### config.mk
export PLATFORM = sky130hd
export DESIGN_NAME = argmax_onehot
export DESIGN_NICKNAME = d
export VERILOG_FILES = /design/src/hdl/predict_pkg.sv /design/src/hdl/argmax_onehot.sv
export VERILOG_INCLUDE_DIRS = /design/src /design/src/include
export SDC_FILE = /design/constraint.sdc
export NUM_CORES = 1
export LEC_CHECK = 0
export ABC_CLOCK_PERIOD_IN_PS = 14680
export BUFFER_PORTS_ARGS = -buffer_cell sky130_fd_sc_hd__buf_2
export CORE_AREA = 4 4 126 128
export DETAILED_ROUTE_END_ITERATION = 16
export DIE_AREA = 0 0 130 132
export GPL_TIMING_DRIVEN = 0
export PLACE_DENSITY = 0.77
export SLEW_MARGIN = 20
export SYNTH_ARGS = -nofsm -noshare
export SYNTH_HDL_FRONTEND = slang
export SYNTH_SLANG_ARGS = --single-unit
### constraint.sdc
create_clock -name clk -period 14.68 [get_ports clk]
set_input_delay 1.468 -clock clk [delete_from_list [all_inputs] [get_ports clk]]
set_output_delay 1.468 -clock clk [all_outputs]
set_load 0.005 [all_outputs]
### src/include/predict_config.svh
`ifndef PREDICT_CONFIG_SVH
`define PREDICT_CONFIG_SVH

// Image edges.
`define PRED_IN_DIM  52
`define PRED_SC_DIM  28

// Layer sizes.
`define PRED_HID_LEN 64
`define PRED_OUT_LEN 10

// Weight rule ((n*MUL_N + i*MUL_I + L*MUL_L) mod MOD) - OFS.
`define PRED_W_MUL_N 37
`define PRED_W_MUL_I 11
`define PRED_W_MUL_L 5
`define PRED_W_MOD   15
`define PRED_W_OFS   7

`endif

### src/hdl/predict_pkg.sv
`include "predict_config.svh"

package predict_pkg;

    // Pixel (r, c) sits at bit r * edge + c.
    typedef logic [`PRED_IN_DIM*`PRED_IN_DIM-1:0] img_t;
    typedef logic [`PRED_SC_DIM*`PRED_SC_DIM-1:0] scaled_t;

    typedef logic signed [15:0] act_t;    // Hidden activation.
    typedef logic signed [7:0]  weight_t;
    typedef logic signed [31:0] acc_t;    // Accumulator and class score.

    // Element k belongs to neuron k.
    typedef struct packed {
        act_t [`PRED_HID_LEN-1:0] act;
    } hidden_t;

    typedef struct packed {
        acc_t [`PRED_OUT_LEN-1:0] score;
    } scores_t;

endpackage

### src/hdl/argmax_onehot.sv
`timescale 1ns/1ns
`include "predict_config.svh"

module argmax_onehot (
    input  logic                      clk,
    input  logic                      rst,
    input  logic                      start,
    input  predict_pkg::scores_t      scores,
    output logic [`PRED_OUT_LEN-1:0]  onehot,
    output logic                      done
);
    import predict_pkg::*;

    localparam logic [3:0] LAST = 4'(`PRED_OUT_LEN - 1);

    logic       busy;
    logic [3:0] cnt;
    acc_t       cur;
    acc_t       best_val;
    logic [3:0] best_idx;
    logic       take;
    logic [3:0] next_idx;

    assign cur      = scores.score[cnt];
    assign take     = (cnt == '0) || (cur > best_val); // Ties keep the lower index.
    assign next_idx = take ? cnt : best_idx;

    always_ff @(posedge clk) begin
        if (rst) begin
            busy   <= 1'b0;
            cnt    <= '0;
            onehot <= '0;
            done   <= 1'b0;
        end else begin
            done <= 1'b0;
            if (start && !busy) begin
                busy <= 1'b1;
                cnt  <= '0;
            end else if (busy) begin
                cnt <= cnt + 4'd1;
                if (cnt == LAST) begin
                    busy   <= 1'b0;
                    done   <= 1'b1;
                    onehot <= {{(`PRED_OUT_LEN-1){1'b0}}, 1'b1} << next_idx;
                end
            end
        end
    end

    // Running maximum.
    always_ff @(posedge clk) begin
        if (busy) begin
            best_val <= take ? cur : best_val;
            best_idx <= next_idx;
        end
    end

endmodule

---- Word-level counts from Yosys, hierarchy flattened ----
Index checks and enable logic that the tools add are counted.
cells by class
  eq/ne operators ......................... 1
  $lt $le $gt $ge ......................... 2
  add/subtract/negate cells ............... 1
  div/mod/pow operators ................... 0
  shift-type cells ........................ 1
  multipliers ............................. 0
  mux-type cells .......................... 7
  bitwise operators ....................... 2
  reduce and logical (&&, ||, !) cells .... 8
operators with widths
  cell                    number
  $bmux W32 S4            1
  $gt A32 B32 Y1          1
  $mux W32                1
  $shl A1 B4 Y10 const A  1
  $lt A4 B5 Y1 const B    1
  $add A4 B1 Y4 const B   1
  $eq A4 B4 Y1 const B    1
  $logic_not A4 Y1        1
  $mux W1                 4
  $mux W4                 1
  $reduce_and A3 Y1       1
  $reduce_or A3 Y1        1
  $not A1 Y1              2
  $reduce_and A2 Y1       1
  $reduce_or A2 Y1        1
  $logic_and A1 B1 Y1     1
  $logic_not A1 Y1        1
  $logic_or A1 B1 Y1      1
storage, ports and cells
  word-level logic and storage cells ...... 28
  ROM bits ................................ 0
  RAM bits ................................ 0
  output and inout bits ................... 11
  latch bits .............................. 0
  input bits .............................. 323
  memories ................................ 0
  register bits after elaboration ......... 52

---- Longest topological paths before layout ----
Gate-level depths: netlist of run 1.
  word-level depth ........................ 6
  depth in mapped cells ................... 15
  depth with buffers taken out ............ 12

---- Worst setup path after synthesis of run 1 ----
Ideal clock, no wire load.
  path kind ............................... input to register
  start point ............................. input port scores[110] (netlist bit)
  end point ............................... register best_val[0] (enable)
  data required time ...................... 14255 ps
  setup time .............................. 425 ps
  cell stages on the path ................. 12
  path buffers ............................ 1
  arrival ................................. 5217 ps
  slack ................................... 9039 ps
  cell sequence ........................... mux4_2 mux2i_1 o22ai_1 ha_1 nand4_1 or4_1 a21oi_1 o31a_1 o21ai_2 o211a_4 buf_8 nor2b_1
on the way
  word-level cells in the longest chain between the ends .. 5
ends and longest elaborated chain
  element                             RTL line             source
  start: declaration                  argmax_onehot.sv:8   input predict_pkg::scores_t scores,
  $bmux W32 S4                        argmax_onehot.sv:24  assign cur = scores.score[cnt];
  $mux W32 (not written as such)      argmax_onehot.sv:24
  named net cur[14]                   argmax_onehot.sv:18  acc_t cur;
  $gt A32 B32 Y1                      argmax_onehot.sv:25  assign take = (cnt == '0) || (cur > best_val);
  $logic_or A1 B1 Y1                  argmax_onehot.sv:25
  $reduce_and A2 Y1 (no source line)  n/a
  end signal: assignment              argmax_onehot.sv:53  best_val <= take ? cur : best_val;
  end: declaration                    argmax_onehot.sv:19  acc_t best_val;
The timed path passes the listed nets, and every way through them passes these cells. The select of a mux whose other input is x is not followed.
A chain may end at the register's enable or synchronous reset.

---- Worst setup path in the final report of run 1 ----
  start point ............................. register cnt[0]
  end point ............................... register best_val[19] (enable)
on the way
  word-level cells in the longest chain between the ends .. 5
  elaborated cells between the ends (all ways) .. 6
  classes of those cells .................. order compare: 1; mux: 2; reduce/logical: 3
ends and longest elaborated chain
  element                             RTL line             source
  start: declaration                  argmax_onehot.sv:17  logic [3:0] cnt;
  start signal: assignment            argmax_onehot.sv:40  cnt <= cnt + 4'd1;
  $bmux W32 S4                        argmax_onehot.sv:24
  $mux W32 (not written as such)      argmax_onehot.sv:24
  named net cur[31]                   argmax_onehot.sv:18
  $gt A32 B32 Y1                      argmax_onehot.sv:25
  $logic_or A1 B1 Y1                  argmax_onehot.sv:25
  $reduce_and A2 Y1 (no source line)  n/a
The timed path passes the listed nets, and every way through them passes these cells. The select of a mux whose other input is x is not followed.

==> impl_results.md, run 1 <==
* Synthesized cell area at 5100 um2
* Seq/Total Area, Yosys at 27.5%
* CP required at 14680 ps
* Wire length per cell at 21.2 um
* Async SR Flop Fraction at 0%
* Number of synthesized flops with an enable pin at 36
* Worst clock skew at 8.74 ps
* Top post-synthesis cells by area: mux4_2, edfxtp_1, mux2i_1
* Number of global-route vias before repair at 5606
* Setup crit end kind: flop
* Fmax at 173 MHz
* Power, Total at 475 uW
* First-pass GRT wire length at 29800 um
* Top cell by count, worst path: clkbuf_1
* Final GP Congestion at 0.907
* H-tree lvl count at 2
* Yosys warns at 0
* Final min period at 5780 ps
* Final wirelength at 20400 um
* Yosys top cell area share at 28.2%
* Final slew viol count at 0
* Critical path arrival at 5790 ps
* Final Hold Viols at 0
* Slowest-stage cell, CP: buf_1
* IO Count at 334
* Clk root buf: clkbuf_16
* Starting Density at 34.3%
* Total gr overflow at 0
* Setup bufs post-CTS at 0
* Largest net degree at the start of global routing at 18
* Initial DRC Count at 269
* Setup_tns at 0 ps
* Startpoint class of the critical path: flop
* Nets at 1130
* Leading area contributor after synthesis: mux4_2
* Synth Flop Type: edfxtp_1
* Placed wire-length estimate at 17200 um
* Kind of critical path: flop to flop
* Power Density at 65.9 nW/um2
* Full die area at 17200 um2
* Detail Route Antenna Nets at 0
* DR vias at 5224
* RSZ-0062 raised after global routing: no
* Max_cap viols at 0
* CTS clock-pin slew for the worst setup and hold paths at 70 ps
* Final period util at 39.4%
* Die Height at 132 um
* Clk sink count at 52
* Residual DRC at 0
* Count of cell types in the netlist at 42
* Critical-path cell list: clkbuf_1 > clkbuf_1 > buf_1 > mux2i_1 > o22ai_1 > ha_1 > nand4_1 > nor3_1 > nor3b_1 > o31a_1 > o21ai_2 > o211a_4 > buf_8 > nor2b_4 > buf_16
* CP Max Fanout at 17
* Inserted Clock Buffers at 5
* Core footprint at 14900 um2
* # fillers at 1391
* Tot GR Track Use at 22.8%
* Leakage at 3.43 nW
* Post-CTS sizing at 0
* FF+latch count, synth at 52
* Max incr delay on CP at 760 ps
* Clock latency on the worst-skew pair at 300 ps
* Slew @ Worst Pin at 992 ps
* Initial antenna violation count at 3
* Hold-fix buffer count after cts at 0
* IO Port Bufs at 332
* Die X at 130 um
* CTS tree: done
* Mapped Nets at 790
* HP Class: flop to flop
* Vias per inst at 5.42
* Synthesized instance count at 432
* Layout cells sized above 1 at 53.6%
* Worst vdd ir at 38.1 uV
* Max clock buf depth at 2
* Slew headroom at 33.9%
* Syn avg cell area at 11.8 um2
* Area grow syn2layout at 41.2%
* Row count at 45
* Final setup vio count at 0
* Drt pass-1 iters at 4
* Status: complete, no violations
==> cell usage after synthesis, types with 2 or more instances <==
cell type   n
a21o_1      3
a21oi_1    17
a221o_1     2
a22o_1      7
and4_1      2
buf_1      13
clkbuf_1   19
dfxtp_1    16
edfxtp_1   36
ha_1       35
inv_1      36
mux2_2      2
mux2i_1    66
mux4_2     64
nand2_1    17
nand3_1     8
nand4_1     7
nor2_1     12
nor2b_1     4
nor3_1      5
nor3b_1     2
o21ai_0     6
o22ai_1    31
o41ai_1     4
==> sequential cells by signal, indices dropped and copies added (netlist names) <==
name	count
best_val	32
done	1
onehot	10
best_idx	4
cnt	4
busy	1
==> final cells by class <==
| class | count | area, um2 | share of cell area, % |
|---|---|---|---|
| inverter | 37 | 139 | 1.93 |
| sequential | 52 | 1400 | 19.4 |
| clock inverter | 3 | 41.3 | 0.573 |
| multi-input combinational | 310 | 3430 | 47.7 |
| timing repair buffer | 333 | 1690 | 23.4 |
| antenna | 2 | 5.00 | 0.0694 |
| buffer | 33 | 136 | 1.89 |
| tap | 188 | 235 | 3.26 |
| clock buffer | 5 | 125 | 1.74 |
==> per-layer routing <==
layer  global-route usage [%]  vias up  routed length (um)
li1                         -     2425                   -
met1                     26.9     2522                7860
met2                     41.7      246               10600
met3                     4.25       29                1480
met4                     6.12        2                 413
met5                        0        -                   7
==> path summary, 6_finish.rpt <==
check	end	depth (start not counted)	start	slack (ps)
hold reg to reg	onehot[2]	2	onehot[2]	460
setup reg to reg	best_val[19]	15	cnt[0]	8900
setup / recovery	best_val[19]	15	cnt[0]	8900
hold / removal	onehot[2]	2	onehot[2]	460
==> through the flow <==
step | util [%] | area, um2 | worst slack, ps | instances | hold slack (ps)
detailed placement | 47.3 | 7030 | 8770 | 953 | 446
global route | 48.5 | 7210 | 8450 | 963 | 489
global placement | 47.1 | 7000 | 7150 | 952 | 437
floorplan | - | 5100 | 9040 | 432 | 444
CTS | 48.4 | 7200 | 8770 | 961 | 464
finish | 48.5 | 7210 | 8900 | 963 | 460
==> power by group <==
| part | switching, mW | internal [mW] |
|---|---|---|
| combinational | 0.0766 | 0.0915 |
| clock | 0.0549 | 0.0804 |
| sequential | 0.00301 | 0.168 |
| total | 0.134 | 0.340 |
==> cell usage in the layout, fill, tap and decap left out, drive strengths merged, types with 2 or more instances in the layout <==
cell    synthesis  routed
edfxtp         36      36
mux2i          66      66
mux4           64      64
a21o            3       3
nor3            5       5
buf            14     346
ha             35      35
a22o            7       7
a221o           2       2
nand3           8       8
diode           0       2
nand4           7       7
nand2          17      17
clkbuf         19      25
a21oi          17      17
nor2b           4       4
o21ai           8       8
o41ai           4       4
inv            37      38
and4            2       2
nor2           12      12
nor3b           2       2
o22ai          31      31
dfxtp          16      16
mux2            2       2
==> cell families (layout without fill, tap and decap cells) <==
kind of cell | Yosys count | count (layout) | synth area share, %
buf+inv | 70 | 411 | 5.37
fa+ha+maj | 35 | 35 | 8.58
mux | 132 | 132 | 41.6
xor+xnor | 2 | 2 | 0.343
simple gates | 60 | 60 | 5.93
flops | 52 | 52 | 27.5
compound gates | 81 | 81 | 10.7
other cells | 0 | 2 | 0
==> critical path: cells and delay by family (launching register included) <==
kind	cells	cell delay, ps
buffers and inverters	5	2230
AND/OR/NAND/NOR	4	1430
AO/OA/AOI/OAI	4	700
adder cells (fa/ha/maj)	1	460
flip-flops	1	360
multiplexers	1	280
Note: power is estimated with default switching activity, not from simulation.
==> inputs of run 2 (changes only) <==
Settings changed: ABC_CLOCK_PERIOD_IN_PS 14680 to 5100, CORE_AREA 4 4 126 128 to 4 4 127 129, DIE_AREA 0 0 130 132 to 0 0 131 133, PLACE_DENSITY 0.77 to 0.79.
Clock period 14.68 ns to 5.1 ns, I/O delays scaled along.
==> run 2 against run 1 <==
Clock power rose to 3.1 times the previous value. Utilization about the same. Combinational power rose to 2.9 times the previous value. Non-clock buffer count grew 1. Routed wire length increased by 2.2%. Die area up 1.5%. Critical path type unchanged. Highest routed layer is now met4.
==> impl_results.md, run 2 (synthesized netlist as in run 1, its figures left out) <==
* Clock power frac at 29.8%
* Clock latency on the worst-skew pair at 290 ps
* Worst vdd ir at 125 uV
* Final wirelength at 20900 um
* Max_cap viols at 0
* Vias per inst at 5.48
* Area of the multi-input gates at 3440 um2
* Placed wire-length estimate at 17800 um
* Reg area at 1400 um2
* Max FFs per register at 32
* Critical path arrival at 4800 ps
* Final period util at 94.2%
* CTS tree: done
* Clk sink count at 52
* Pre-CTS setup slack at -727 ps
* Slew headroom at 40.6%
* Most common cell after layout, fill and taps aside: buf_2
* Final design utilization at 48.5%
* Final GP Congestion at 0.939
* Final hold slack at 456 ps
* Max clock buf depth at 2
* Largest net degree at the start of global routing at 17
* Startpoint class of the critical path: flop
* H-tree lvl count at 2
* CP required at 5100 ps
* Wire length per cell at 21.6 um
* Setup_tns at 0 ps
* HP Class: flop to flop
* Initial antenna violation count at 3
* R2R Setup Slk at 300 ps
* Status: complete, no violations
* Residual DRC at 0
* Kind of critical path: flop to flop
* Sw frac at 27.6%
* Number of global-route vias before repair at 5701
* Biggest regs: best_val (32), onehot (10)
* Power Density at 192 nW/um2
* Leakage at 3.49 nW
* Worst clock skew at 11.1 ps
* Nets at 1131
* Largest Register: best_val
* Total gr overflow at 0
* Die Height at 133 um
* Post-route setup slack at 297 ps
* Hold-fix buffer count after cts at 0
* Full die area at 17400 um2
* Die X at 131 um
* IO Port Bufs at 332
* Detail Route Antenna Nets at 0
* Flop pwr share at 35.2%
* IO Count at 334
* Core footprint at 15000 um2
* Initial DRC Count at 246
* Final Hold Viols at 0
* Tot GR Track Use at 23.1%
* Final min period at 4800 ps
* CTS clock-pin slew for the worst setup and hold paths at 70 ps
* RSZ-0062 raised after global routing: no
* Starting Density at 33.9%
* Slew @ Worst Pin at 891 ps
* Inserted Clock Buffers at 5
* Drt pass-1 iters at 4
* Most frequent cells in the layout: buf_2, mux2i_1, mux4_2
* Clk root buf: clkbuf_16
* Row count at 45
* Pint at 1.02 mW
* NetSw at 387 uW
* First-pass GRT wire length at 30700 um
* CP Max Fanout at 16
* Final slew viol count at 0
* DR vias at 5291
* Fmax at 208 MHz
* # fillers at 1434
* Final setup vio count at 0
* Area grow syn2layout at 42.9%
* Setup crit end kind: flop
* Layout cells sized above 1 at 55.2%
* Logic pwr share at 35.0%
[run 2: cell types whose count changed in the layout (fill, tap and decap cells not counted), sizes merged]
cell,change
clkdlybuf4s15,+4
buf,-2
clkbuf,+1
clkinv,-1
diode,+1
inv,-1
[run 2: per-stage QoR]
stage / power, mW / instance area (um2) / instances
2_1_floorplan: 0.783 / 5100 / 432
3_3_place_gp: 0.967 / 7000 / 952
3_5_place_dp: 0.991 / 7030 / 953
4_1_cts: 1.42 / 7280 / 962
5_1_grt: 1.49 / 7290 / 965
6_report: 1.40 / 7290 / 965
[run 2: worst max-delay path, cell delays in order, from the launching register on]
cell,delay (ps)
dfxtp_1,370
clkbuf_2,340
clkdlybuf4s15_2,550
mux4_2,570
mux2i_1,290
o22ai_1,180
ha_1,320
nand4_1,130
or4_1,590
a21oi_1,150
o31a_1,220
o21ai_2,80
o211a_4,180
buf_8,140
nor2b_4,190
buf_12,180
[run 2: power by group through the flow]
stage	sequential (mW)	clock [mW]	combinational, mW
final	0.493	0.419	0.491
after global routing	0.496	0.445	0.545
after CTS	0.493	0.430	0.495
after detailed placement	0.503	0	0.487
after global placement	0.503	0	0.464
after floorplan	0.501	0	0.282
[run 2: repair_timing]
action	in CTS	in global routing
hold endpoints to repair	0	0
endpoints found under the setup margin	44	30
gates resized for setup	17	1
setup buffers	1	0
[run 2: metal layers]
metal / wire [um] / track usage [%] / vias to the layer above
met5: 0 / 0 / -
met4: 427 / 5.89 / 0
met3: 1270 / 2.99 / 29
met2: 11100 / 43.2 / 267
met1: 8060 / 27.4 / 2566
li1: - / - / 2429
[run 2: worst paths after layout]
kind,startpoint,endpoint,depth (start not counted)
setup reg to reg,cnt[0],best_val[27],15
hold reg to reg,onehot[3],onehot[3],2
setup / recovery,cnt[0],best_val[27],15
hold / removal,onehot[3],onehot[3],2
[run 2: area by class of cell]
type / count / share of cell area [%]
clock inverters: 1 / 0.412
multi-input cells: 310 / 47.2
repair buffers: 334 / 23.4
plain buffers: 33 / 2.42
well taps: 188 / 3.23
inverters: 37 / 1.90
clock buffers: 7 / 2.11
flip-flops and latches: 52 / 19.2
diodes: 3 / 0.103
